===== src/source/fetchPkg.sv =====
// Shared widths, geometry and bundles for the fetch spill front end
// Line size and memory depth must be powers of two
// Addresses at or above UncachedBase are uncached and pay UncachedWait busy cycles
`default_nettype none

package fetchPkg;

  //////////////////////////////////////////////////
  // Geometry
  //////////////////////////////////////////////////
  localparam int XLen         = 32;
  localparam int LineBytes    = 16;
  // Byte offset bits inside one cache line
  localparam int LineOffBits  = $clog2(LineBytes);
  localparam int MemWords     = 256;
  localparam int MemAddrBits  = $clog2(MemWords);
  localparam int UncachedBase = 512;
  localparam int UncachedWait = 2;
  localparam int WaitBits     = $clog2(UncachedWait + 1);

  //////////////////////////////////////////////////
  // Bundles
  //////////////////////////////////////////////////
  // Decode stage control
  typedef struct packed {
    logic stall;
    logic flush;
  } fetchCtrlT;

  // PC values from the fetch stage
  typedef struct packed {
    logic [XLen-1:0] pc;
    logic [XLen-1:2] pcPlus4;
    logic [XLen-1:0] pcNext;
  } fetchPcT;

  // Preload port of the instruction memory
  typedef struct packed {
    logic                   en;
    logic [MemAddrBits-1:0] addr;
    logic [31:0]            data;
  } memLoadT;

  // Spill adjusted PCs
  typedef struct packed {
    logic [XLen-1:0] pcSpillNext;
    logic [XLen-1:0] pcSpill;
    logic            selSpillNext;
  } spillPcT;

  // Controller to aligner
  typedef struct packed {
    logic selSpill;
    logic spillSave;
  } spillStateT;

  // Memory response
  typedef struct packed {
    logic [31:0] instrRaw;
    logic        busy;
    logic        cacheable;
  } rawFetchT;

  // Final instruction
  typedef struct packed {
    logic [31:0] instr;
    logic        compressed;
  } instrOutT;

endpackage

`default_nettype wire

===== src/source/instrAligner.sv =====
// Joins the two halves of a spilled instruction
// The first half is captured at the end of the first access
// Compressed means the low two bits are not both ones
`timescale 1ns/1ps
`default_nettype none

module instrAligner import fetchPkg::*; (
  input  wire logic       clk,
  input  wire logic       arstN,
  input  wire rawFetchT   fetch,
  input  wire spillStateT state,
  output instrOutT        instrOut,
  output logic            earlyCompressed
);

  logic [15:0] firstHalf;
  logic [31:0] merged;

  //////////////////////////////////////////////////
  // First half capture
  //////////////////////////////////////////////////
  always_ff @(posedge clk or negedge arstN) begin
    if (!arstN) begin
      firstHalf <= '0;
    end else if (state.spillSave) begin
      firstHalf <= fetch.instrRaw[15:0];
    end
  end

  //////////////////////////////////////////////////
  // Merge
  //////////////////////////////////////////////////
  // Second access brings the upper half in its low halfword
  assign merged = state.selSpill ? {fetch.instrRaw[15:0], firstHalf} : fetch.instrRaw;

  assign instrOut.instr      = merged;
  assign instrOut.compressed = (merged[1:0] != 2'b11);

  // Raw check used before the spill decision
  assign earlyCompressed = (fetch.instrRaw[1:0] != 2'b11);

endmodule

`default_nettype wire


===== config.mk =====
export PLATFORM = sky130hd
export DESIGN_NAME = instrAligner
export DESIGN_NICKNAME = d
export VERILOG_FILES = /design/src/source/fetchPkg.sv /design/src/source/instrAligner.sv
export SDC_FILE = /design/constraint.sdc
export NUM_CORES = 1
export LEC_CHECK = 0
export BUFFER_PORTS_ARGS = -buffer_cell sky130_fd_sc_hd__buf_4
export CAP_MARGIN = 0
export CORE_MARGIN = 5
export CORE_UTILIZATION = 45
export DETAILED_ROUTE_END_ITERATION = 6
export HOLD_SLACK_MARGIN = 0.12
export PLACE_DENSITY_LB_ADDON = 0.08
export SYNTH_ARGS = -nofsm -noshare
export SYNTH_HDL_FRONTEND = slang
export SYNTH_SLANG_ARGS = --single-unit

===== constraint.sdc =====
create_clock -name clk -period 2 [get_ports clk]
set_input_delay 0.3 -clock clk [delete_from_list [all_inputs] [get_ports clk]]
set_output_delay 0.3 -clock clk [all_outputs]
set_load 0.01 [all_outputs]

==> metrics.md <==
| Metric | Value |
|---|---|
| Distinct cell type count of the synthesized netlist | `8` |
| Initial antenna violation count | `0` |
| Most flops, register | `firstHalf` |
| CTS max path bufs | `2` |
| CTS root buffer | `clkbuf_4` |
| Die area | `3780 µm²` |
| Top flop regs | `firstHalf (16)` |
| Hold WC Path Type | `input port to flip-flop` |
| M1 GR Usage | `0.145` |
| Final Util | `0.684` |
| Worst Setup End Kind | `output pin` |
| CTS buffer count | `3` |
| Worst Path Arrival | `1.30 ns` |
| IO Pins | `72` |
| Global-route wire length before repair | `3640 µm` |
| Critical Path, Cell by Cell | `buf_4, mux2_2, buf_4` |
| Top Family by Delay on Critical Path | `buffers and inverters` |
| GR Util met2 | `0.230` |
| Buf/Inv on CP | `2` |
| Grt met3 use | `0.0419` |
| Post-CTS sizing | `0` |
| Initial Utilization | `0.477` |
| TritonCTS clock tree | `done` |
| Peak Freq | `0.624 GHz` |
| DRT iter0 DRCs | `11` |
| LEAKAGE | `0.904 nW` |
| Sink Count | `16` |
| Slew HR | `0.632` |
| Via count | `855` |
| Final hold slack | `0.258 ns` |
| Reg2Reg Depth | `1` |
| Die Y | `61.5 µm` |
| Hold Fails Final Rpt | `0` |
| Max incr delay on CP | `0.44 ns` |
| Critical Path RT | `1.70 ns` |
| Chip Width | `61.5 µm` |
| CP max stage cell | `buf_4` |
| Core Region | `2500 µm²` |
| Row count | `18` |
| Final ANT Viol Nets | `0` |
| Setup Viol. Count Final | `0` |
| Syn Nets | `111` |
| Crit share post-route | `0.801` |
| Critical path fanouts, max | `33` |
| Critical path depth | `3` |
| Placer Congestion | `0.666` |
| DRC errors left | `0` |
| Worst slew pin tran | `0.552 ns` |
| Number of global-route vias before repair | `812` |
| First drt pass iteration count | `4` |
| Clock period minus worst slack | `1.60 ns` |
| Layout overhead on the synthesized area | `43.2%` |
| Top Usage Layer GRT | `met2` |
| Outcome | `complete, no violations` |
| Crit path launch type | `input port` |
| Final worst clock skew | `0 ns` |
| CP Class | `input port to output pin` |
| Post-CTS Setup Bufs | `0` |
| Hold depth | `2` |
| MaxCap Viol Count | `0` |
| Final #Nets | `181` |
| PwrDens | `560 nW/µm²` |
| Ant diodes | `0` |
| WL final | `2540 µm` |
| Largest net degree at the start of global routing | `34` |
| Clock slew at reported path FFs | `0.10 ns` |
| Final Max Tran Viols | `0` |
| Layout cells sized above 1 | `0.859` |
| Grt ovf | `0` |
| H-tree depth | `1` |
| Worst skew pair latency | `0.28 ns` |
| Cell Count, Final, Fillers Out | `172` |
| Most used cell, CP | `buf_4` |
| Peak supply drop | `0.347 mV` |
| Post-Syn Area per Cell | `16.4 µm²` |
| Max FFs per register | `16` |
| Sequential element share of the synthesized area | `0.335` |
| Cells after Synth | `73` |
| FF+latch count, synth | `16` |
| Wirelength per Cell | `14.8 µm` |
| Vias/cell | `4.97` |
| IO Port Bufs | `69` |
| Sum Neg Setup Slack | `0 ns` |
| GRT Resource Usage Total | `0.130` |
| Cell area after synthesis | `1190 µm²` |
| Number of synthesis warnings | `0` |
| CTS hold repair buffers | `1` |
| RSZ-0062 raised after global routing | `false` |
| Placed Cells | `167` |
-- placed cells by master (no fill, tap or decap) --
| cell type | instances |
|---|---|
| nand2_1 | 1 |
| o21a_1 | 1 |
| clkbuf_4 | 3 |
| nand3_1 | 1 |
| clkbuf_8 | 1 |
| buf_4 | 70 |
| dlygate4sd3_1 | 1 |
| dfrtp_1 | 16 |
| mux2_2 | 10 |
| mux2_4 | 38 |
-- power by group --
group | internal [W] | switching (W) | total, W
clock network | 0.000111 | 0.000105 | 0.000216
registers | 0.000356 | 0.0000175 | 0.000373
logic | 0.000241 | 0.000127 | 0.000368
-- Yosys cell counts --
| cell type | count | area [µm²] |
|---|---|---|
| buf_12 | 3 | 60.1 |
| buf_6 | 3 | 33.8 |
| dfrtp_1 | 16 | 400 |
| mux2_2 | 10 | 113 |
| mux2_4 | 38 | 571 |
| nand2_1 | 1 | 3.75 |
| nand3_1 | 1 | 5.00 |
| o21a_1 | 1 | 7.51 |
-- metal layers --
metal	up-vias	share of wire
li1	402	-
met3	2	0.13
met5	-	0
met1	408	0.38
met4	0	0.0039
met2	43	0.49
-- metrics by stage --
stage                     setup WS (ns)  total power, W  cell area (µm²)
after floorplan                   0.822        0.000593             1190
after global placement            0.409        0.000743             1660
after detailed placement          0.398        0.000751             1660
after CTS                         0.397        0.000973             1710
after global routing              0.364         0.00102             1710
final                             0.398        0.000957             1710
-- cell families after synthesis --
group,count (synthesis),synth area share
mux,48,0.572
flops,16,0.335
buf+inv,6,0.0786
simple gates,2,0.00733
compound gates,1,0.00629
-- cell type report --
| type | count | area [µm²] |
|---|---|---|
| well taps | 30 | 37.5 |
| clock buffers | 4 | 36.3 |
| repair buffers | 71 | 536 |
| multi-input cells | 51 | 699 |
| flip-flops and latches | 16 | 400 |
| fillers | 189 | 791 |
-- final timing paths --
kind	startpoint	endpoint	slack (ns)
setup / recovery	state[1]	instrOut[32]	0.40
hold / removal	fetch[13]	firstHalf[11]	0.26
setup reg to reg	firstHalf[0]	firstHalf[0]	1.22
hold reg to reg	firstHalf[13]	firstHalf[13]	0.52
max in group asynchronous	arstN	firstHalf[5]	1.40
min in group asynchronous	arstN	firstHalf[11]	0.41
Power figures use the tool's default switching activity.
