File: src/source/fetchPkg.sv
// Shared widths, geometry and bundles for the fetch spill front end
// Line size and memory depth must be powers of two
// Addresses at or above UncachedBase are uncached and pay UncachedWait busy cycles
`default_nettype none

package fetchPkg;

  //////////////////////////////////////////////////
  // Geometry
  //////////////////////////////////////////////////
  localparam int XLen         = 32;
  localparam int LineBytes    = 16;
  // Byte offset bits inside one cache line
  localparam int LineOffBits  = $clog2(LineBytes);
  localparam int MemWords     = 256;
  localparam int MemAddrBits  = $clog2(MemWords);
  localparam int UncachedBase = 512;
  localparam int UncachedWait = 2;
  localparam int WaitBits     = $clog2(UncachedWait + 1);

  //////////////////////////////////////////////////
  // Bundles
  //////////////////////////////////////////////////
  // Decode stage control
  typedef struct packed {
    logic stall;
    logic flush;
  } fetchCtrlT;

  // PC values from the fetch stage
  typedef struct packed {
    logic [XLen-1:0] pc;
    logic [XLen-1:2] pcPlus4;
    logic [XLen-1:0] pcNext;
  } fetchPcT;

  // Preload port of the instruction memory
  typedef struct packed {
    logic                   en;
    logic [MemAddrBits-1:0] addr;
    logic [31:0]            data;
  } memLoadT;

  // Spill adjusted PCs
  typedef struct packed {
    logic [XLen-1:0] pcSpillNext;
    logic [XLen-1:0] pcSpill;
    logic            selSpillNext;
  } spillPcT;

  // Controller to aligner
  typedef struct packed {
    logic selSpill;
    logic spillSave;
  } spillStateT;

  // Memory response
  typedef struct packed {
    logic [31:0] instrRaw;
    logic        busy;
    logic        cacheable;
  } rawFetchT;

  // Final instruction
  typedef struct packed {
    logic [31:0] instr;
    logic        compressed;
  } instrOutT;

endpackage

`default_nettype wire
File: src/source/spillController.sv
// Detects fetches that cross a line (cacheable) or a word (uncached)
// and issues the second access at PC+2
// The fetch stage must hold its PC while selSpillNext or busy is high
// SPILL is also held while the second access is busy
`timescale 1ns/1ps
`default_nettype none

module spillController import fetchPkg::*; (
  input  wire logic       clk,
  input  wire logic       arstN,
  input  wire fetchPcT    fetchPc,
  input  wire fetchCtrlT  ctrl,
  input  wire rawFetchT   fetch,
  input  wire logic       earlyCompressed,
  output spillPcT         spillPc,
  output spillStateT      state
);

  typedef enum logic {StReady, StSpill} stateT;

  stateT           curState;
  stateT           nextState;
  logic [XLen-1:0] pcPlus2Next;
  logic [XLen-1:0] pcPlus2;
  logic            spillCached;
  logic            spillUncached;
  logic            spill;
  logic            takeSpill;
  logic            selSpill;
  logic            selSpillNext;
  logic            spillSave;

  //////////////////////////////////////////////////
  // PC selection
  //////////////////////////////////////////////////
  // PC+2 reuses the PC+4 adder when bit 1 is set
  assign pcPlus2Next = fetchPc.pc[1] ? {fetchPc.pcPlus4, 2'b00}
                                     : {fetchPc.pc[XLen-1:2], 2'b10};

  // Registered copy cuts the adder out of the memory address path
  always_ff @(posedge clk) begin
    pcPlus2 <= pcPlus2Next;
  end

  // Flush wins over the spill redirect
  assign spillPc.pcSpillNext  = (selSpillNext & ~ctrl.flush) ? pcPlus2Next : fetchPc.pcNext;
  assign spillPc.pcSpill      = selSpill ? pcPlus2 : fetchPc.pc;
  assign spillPc.selSpillNext = selSpillNext;

  //////////////////////////////////////////////////
  // Spill detection
  //////////////////////////////////////////////////
  // Last halfword of the line
  assign spillCached   = &fetchPc.pc[LineOffBits-1:1];
  // Upper halfword of the word
  assign spillUncached = fetchPc.pc[1];
  assign spill         = fetch.cacheable ? spillCached : spillUncached;

  // Compressed halfwords fit, and a busy first access is not yet valid
  assign takeSpill = spill & ~earlyCompressed & ~fetch.busy;

  //////////////////////////////////////////////////
  // State machine
  //////////////////////////////////////////////////
  always_ff @(posedge clk or negedge arstN) begin
    if (!arstN) begin
      curState <= StReady;
    end else if (ctrl.flush) begin
      curState <= StReady;
    end else begin
      curState <= nextState;
    end
  end

  always_comb begin
    nextState = curState;
    case (curState)
      StReady: begin
        if (takeSpill) begin
          nextState = StSpill;
        end
      end
      StSpill: begin
        // Busy acts like a stall from the fetch side
        if (!ctrl.stall && !fetch.busy) begin
          nextState = StReady;
        end
      end
      default: nextState = StReady;
    endcase
  end

  assign selSpill     = (curState == StSpill);
  assign selSpillNext = ((curState == StReady) & takeSpill) |
                        ((curState == StSpill) & fetch.busy);
  assign spillSave    = (curState == StReady) & takeSpill & ~ctrl.flush;

  assign state.selSpill  = selSpill;
  assign state.spillSave = spillSave;

  // SPILL follows only a taken, unflushed spill
  spillEntry: assert property (@(posedge clk) disable iff (!arstN)
    $rose(selSpill) |-> $past(takeSpill && !ctrl.flush))
    else $error("spillController entered SPILL without a taken spill");

endmodule

`default_nettype wire

File: config.mk
export PLATFORM = sky130hd
export DESIGN_NAME = spillController
export DESIGN_NICKNAME = d
export VERILOG_FILES = /design/src/source/fetchPkg.sv /design/src/source/spillController.sv
export SDC_FILE = /design/constraint.sdc
export NUM_CORES = 1
export LEC_CHECK = 0
export ABC_CLOCK_PERIOD_IN_PS = 2190
export BUFFER_PORTS_ARGS = -buffer_cell sky130_fd_sc_hd__buf_2
export CORE_MARGIN = 3
export CORE_UTILIZATION = 30
export DETAILED_ROUTE_END_ITERATION = 8
export PLACE_DENSITY = 0.7
export RECOVER_POWER = 50
export SYNTH_ARGS = -nofsm -noshare
export SYNTH_HDL_FRONTEND = slang
export SYNTH_SLANG_ARGS = --single-unit
File: constraint.sdc
create_clock -name clk -period 2.19 [get_ports clk]
set_input_delay 0.1095 -clock clk [delete_from_list [all_inputs] [get_ports clk]]
set_output_delay 0.1095 -clock clk [all_outputs]
set_load 0.01 [all_outputs]
==> flow_summary.html <==
<table>
<tr><th>Metric</th><th>Value</th></tr>
<tr><th colspan="2">Placed design</th></tr>
<tr><td>RePlAce Congestion</td><td>0.7574</td></tr>
<tr><td>Count of placed standard cells including taps</td><td>384</td></tr>
<tr><td>IO Port Bufs</td><td>167</td></tr>
<tr><td>Final HPWL from detailed placement</td><td>4.432 mm</td></tr>
<tr><th colspan="2">Yosys</th></tr>
<tr><td>Share of synthesized area occupied by flip-flops and latches</td><td>0.3264</td></tr>
<tr><td>Count of mapped cells out of synthesis</td><td>153</td></tr>
<tr><td>Most area-hungry cell type in the Yosys netlist</td><td>mux2_2</td></tr>
<tr><td>Count of state elements after synthesis</td><td>32</td></tr>
<tr><td>Top cells by area in the synthesized netlist</td><td>mux2_2 (35%), dfxtp_1 (31%), mux2_4 (21%), buf_6 (2.8%), dfrtp_1 (1.3%)</td></tr>
<tr><td>Netlist Area Pre-Place</td><td>1978 µm²</td></tr>
<tr><td>Average footprint of a synthesized cell</td><td>12.93 µm²</td></tr>
<tr><td>Number of flops mapped to enable cells by yosys</td><td>0</td></tr>
<tr><td>Count of unique library cells instantiated by Yosys</td><td>19</td></tr>
<tr><td>Synth async-reset ratio</td><td>0.03125</td></tr>
<tr><td>Mapped Nets</td><td>286</td></tr>
<tr><td>Number of warning messages in the yosys log</td><td>0</td></tr>
<tr><td>Top FF cell, synth</td><td>dfxtp_1</td></tr>
<tr><td>Fraction of synthesized cell area taken by the top area cell type</td><td>0.3529</td></tr>
<tr><th colspan="2">Global routing</th></tr>
<tr><td>Overall routing resource usage</td><td>0.1379</td></tr>
<tr><td>GR Overflow Total</td><td>0</td></tr>
<tr><td>Vias in the first global route</td><td>1779</td></tr>
<tr><td>Wire length of the first global-routing pass</td><td>8.286 mm</td></tr>
<tr><td>Antenna violations before repair</td><td>0</td></tr>
<tr><td>Maximum number of pins on one net before global-route repair</td><td>36</td></tr>
<tr><th colspan="2">Timing</th></tr>
<tr><td>Slew at the pin closest to its max-slew limit</td><td>0.8470 ns</td></tr>
<tr><td>Final hold viol count</td><td>0</td></tr>
<tr><td>Total negative slack</td><td>0 ns</td></tr>
<tr><td>Hold slack</td><td>0.02284 ns</td></tr>
<tr><td>Endpoints failing setup</td><td>0</td></tr>
<tr><td>RSZ-0062 raised after global routing</td><td>false</td></tr>
<tr><td>Top achievable clock speed</td><td>0.4759 GHz</td></tr>
<tr><td>Final min period</td><td>2.101 ns</td></tr>
<tr><td>Final period utilization</td><td>0.9595</td></tr>
<tr><td>Fin. max-slew vios</td><td>0</td></tr>
<tr><td>Worst slew margin</td><td>0.4354</td></tr>
<tr><td>Clock skew</td><td>0 ns</td></tr>
<tr><th colspan="2">Clock network</th></tr>
<tr><td>CTS max path bufs</td><td>2</td></tr>
<tr><td>CTS tree</td><td>built</td></tr>
<tr><td>Number of H-tree levels</td><td>2</td></tr>
<tr><td>Worst skew pair latency</td><td>0.27 ns</td></tr>
<tr><td>Post-CTS clock slew at the launch and capture registers of the worst setup and hold paths</td><td>0.06 ns</td></tr>
<tr><td>Number of buffers created by CTS</td><td>5</td></tr>
<tr><td>Sink Count</td><td>32</td></tr>
<tr><td>Clock Root Buffer</td><td>clkbuf_8</td></tr>
<tr><th colspan="2">Drt</th></tr>
<tr><td>Routed length per instance</td><td>14.29 µm</td></tr>
<tr><td>Post-route met1 wirelength</td><td>2.013 mm</td></tr>
<tr><td>Met3 wire length</td><td>694 µm</td></tr>
<tr><td>Routed length on met2</td><td>2.905 mm</td></tr>
<tr><td>Iteration-0 DRC Markers</td><td>16</td></tr>
<tr><td>Vias per std cell</td><td>4.500</td></tr>
<tr><td>Detailed Routing Iterations Pass 1</td><td>3</td></tr>
<tr><td>Final wirelength</td><td>5.632 mm</td></tr>
<tr><td>Top layer in use</td><td>met4</td></tr>
<tr><td>Remaining number of nets flagged by the antenna check after routing</td><td>0</td></tr>
<tr><td>Drc violations</td><td>0</td></tr>
<tr><td>Via count of the routed design</td><td>1773</td></tr>
<tr><th colspan="2">Floorplanning</th></tr>
<tr><td>DIE AREA</td><td>7604 µm²</td></tr>
<tr><td>Height of the die</td><td>87.20 µm</td></tr>
<tr><td>Initial core utilization</td><td>0.3208</td></tr>
<tr><td>Site row count</td><td>28</td></tr>
<tr><td>Core area</td><td>6166 µm²</td></tr>
<tr><td>Count of pins on the block boundary</td><td>200</td></tr>
<tr><td>Die boundary width</td><td>87.20 µm</td></tr>
<tr><th colspan="2">Min path</th></tr>
<tr><td>Hold Path Depth</td><td>2</td></tr>
<tr><td>Hold WC Path Type</td><td>in2reg</td></tr>
<tr><th colspan="2">Critical path</th></tr>
<tr><td>Reg2Reg Depth</td><td>3</td></tr>
<tr><td>Crit path kind</td><td>reg2out</td></tr>
<tr><td>Required time of the critical path</td><td>2.08 ns</td></tr>
<tr><td>Highest fanout seen on the critical path</td><td>19</td></tr>
<tr><td>Worst EP arrival</td><td>1.99 ns</td></tr>
<tr><td>Startpoint types</td><td>flip-flop</td></tr>
<tr><td>Critical path endpoint category</td><td>output pin</td></tr>
<tr><th colspan="2">Final layout</th></tr>
<tr><td>Share of layout cells above drive strength 1</td><td>0.7962</td></tr>
<tr><td>Post-route insts no fill</td><td>394</td></tr>
<tr><td>Layout overhead on the synthesized area</td><td>49.27%</td></tr>
<tr><td>Nets</td><td>452</td></tr>
<tr><td>Antenna cell count</td><td>0</td></tr>
<tr><td>Post-route core utilization</td><td>0.4789</td></tr>
<tr><th colspan="2">Pwr</th></tr>
<tr><td>Total power draw</td><td>1502 µW</td></tr>
<tr><td>Peak VDD IR</td><td>252.5 µV</td></tr>
<tr><td>Reported leakage power</td><td>0.001564 µW</td></tr>
<tr><td>P per Cell Area</td><td>508.7 nW/µm²</td></tr>
<tr><th colspan="2">Status</th></tr>
<tr><td>Result of the run</td><td>completed</td></tr>
<tr><th colspan="2">Flow run</th></tr>
<tr><td>Max capacitance violation total</td><td>0</td></tr>
</table>
[report_power, final]
group | internal (µW) | switching, µW
clock | 216 | 199
combinational | 261 | 188
sequential | 628 | 10.6
total | 1100 | 397
[final timing paths]
check                          from           to  slack, ns
hold / removal              ctrl[0]     curState       0.02
hold reg to reg            curState     curState       0.88
min in group asynchronous     arstN     curState       0.15
setup reg to reg           curState     curState       1.01
max in group asynchronous     arstN     curState       1.96
setup / recovery           curState  spillPc[50]       0.09
[stage by stage]
step	area [µm²]	worst slack [ns]
floorplan	1978	0.3858
global placement	2831	0.2127
detailed placement	2831	0.1955
CTS	2942	0.03694
global route	2953	0.0005289
finish	2953	0.08865
[Yosys cell counts, drive strengths merged (2+ instances only)]
cell    instances
nand2           3
inv             2
dfxtp          31
o21ai           3
buf             9
mux2           90
clkbuf          6
[critical path, stage by stage (launching register included)]
cell and delay [ns]:
dfrtp_1 0.42, nor4b_4 0.32, a22oi_2 0.09, or2_4 0.26
buf_12 0.17, mux2_4 0.30, buf_2 0.14
[kinds of logic (layout without fill, tap and decap cells)]
| family | Yosys count | in the layout | synth area share |
|---|---|---|---|
| AO/OA/AOI/OAI | 6 | 6 | 0.02150 |
| multiplexers | 90 | 90 | 0.5655 |
| buffers and inverters | 17 | 183 | 0.05755 |
| AND/OR/NAND/NOR | 8 | 8 | 0.02910 |
| flip-flops | 32 | 32 | 0.3264 |
[placed cells by master (no fill, tap or decap), types with 2 or more instances in the layout]
cell / count
buf_2: 166
buf_4: 3
clkbuf_1: 2
clkbuf_8: 5
dfxtp_1: 31
inv_1: 2
mux2_1: 18
mux2_2: 44
mux2_4: 28
nand2_1: 3
o21ai_0: 3
[repair_timing]
item / in CTS / in global routing
cloned: 0 / 0
hold buffers: 1 / 0
endpoints found under the hold margin: 1 / 0
pin swaps: 1 / 2
buffers inserted: 0 / 2
endpoints found under the setup margin: 31 / 25
resized for setup: 6 / 0
[sequential cells by signal, summed over array words and instances, names as in the netlist]
name and count:
pcPlus2 31, curState 1
[routing by layer]
| metal | up-vias | track usage |
|---|---|---|
| li1 | 879 | - |
| met1 | 793 | 0.1442 |
| met2 | 99 | 0.2560 |
| met3 | 2 | 0.05203 |
| met4 | 0 | 0.03766 |
| met5 | - | 0 |
[final cells by class]
class | count | area, µm²
clock inverter | 1 | 5.005
inverter | 2 | 7.507
multi-input combinational | 104 | 1221
fill | 601 | 3213
timing repair buffer | 174 | 907.1
clock buffer | 6 | 72.57
sequential | 32 | 645.6
tap | 75 | 93.84
No activity file was read; power rests on OpenSTA's default activity.
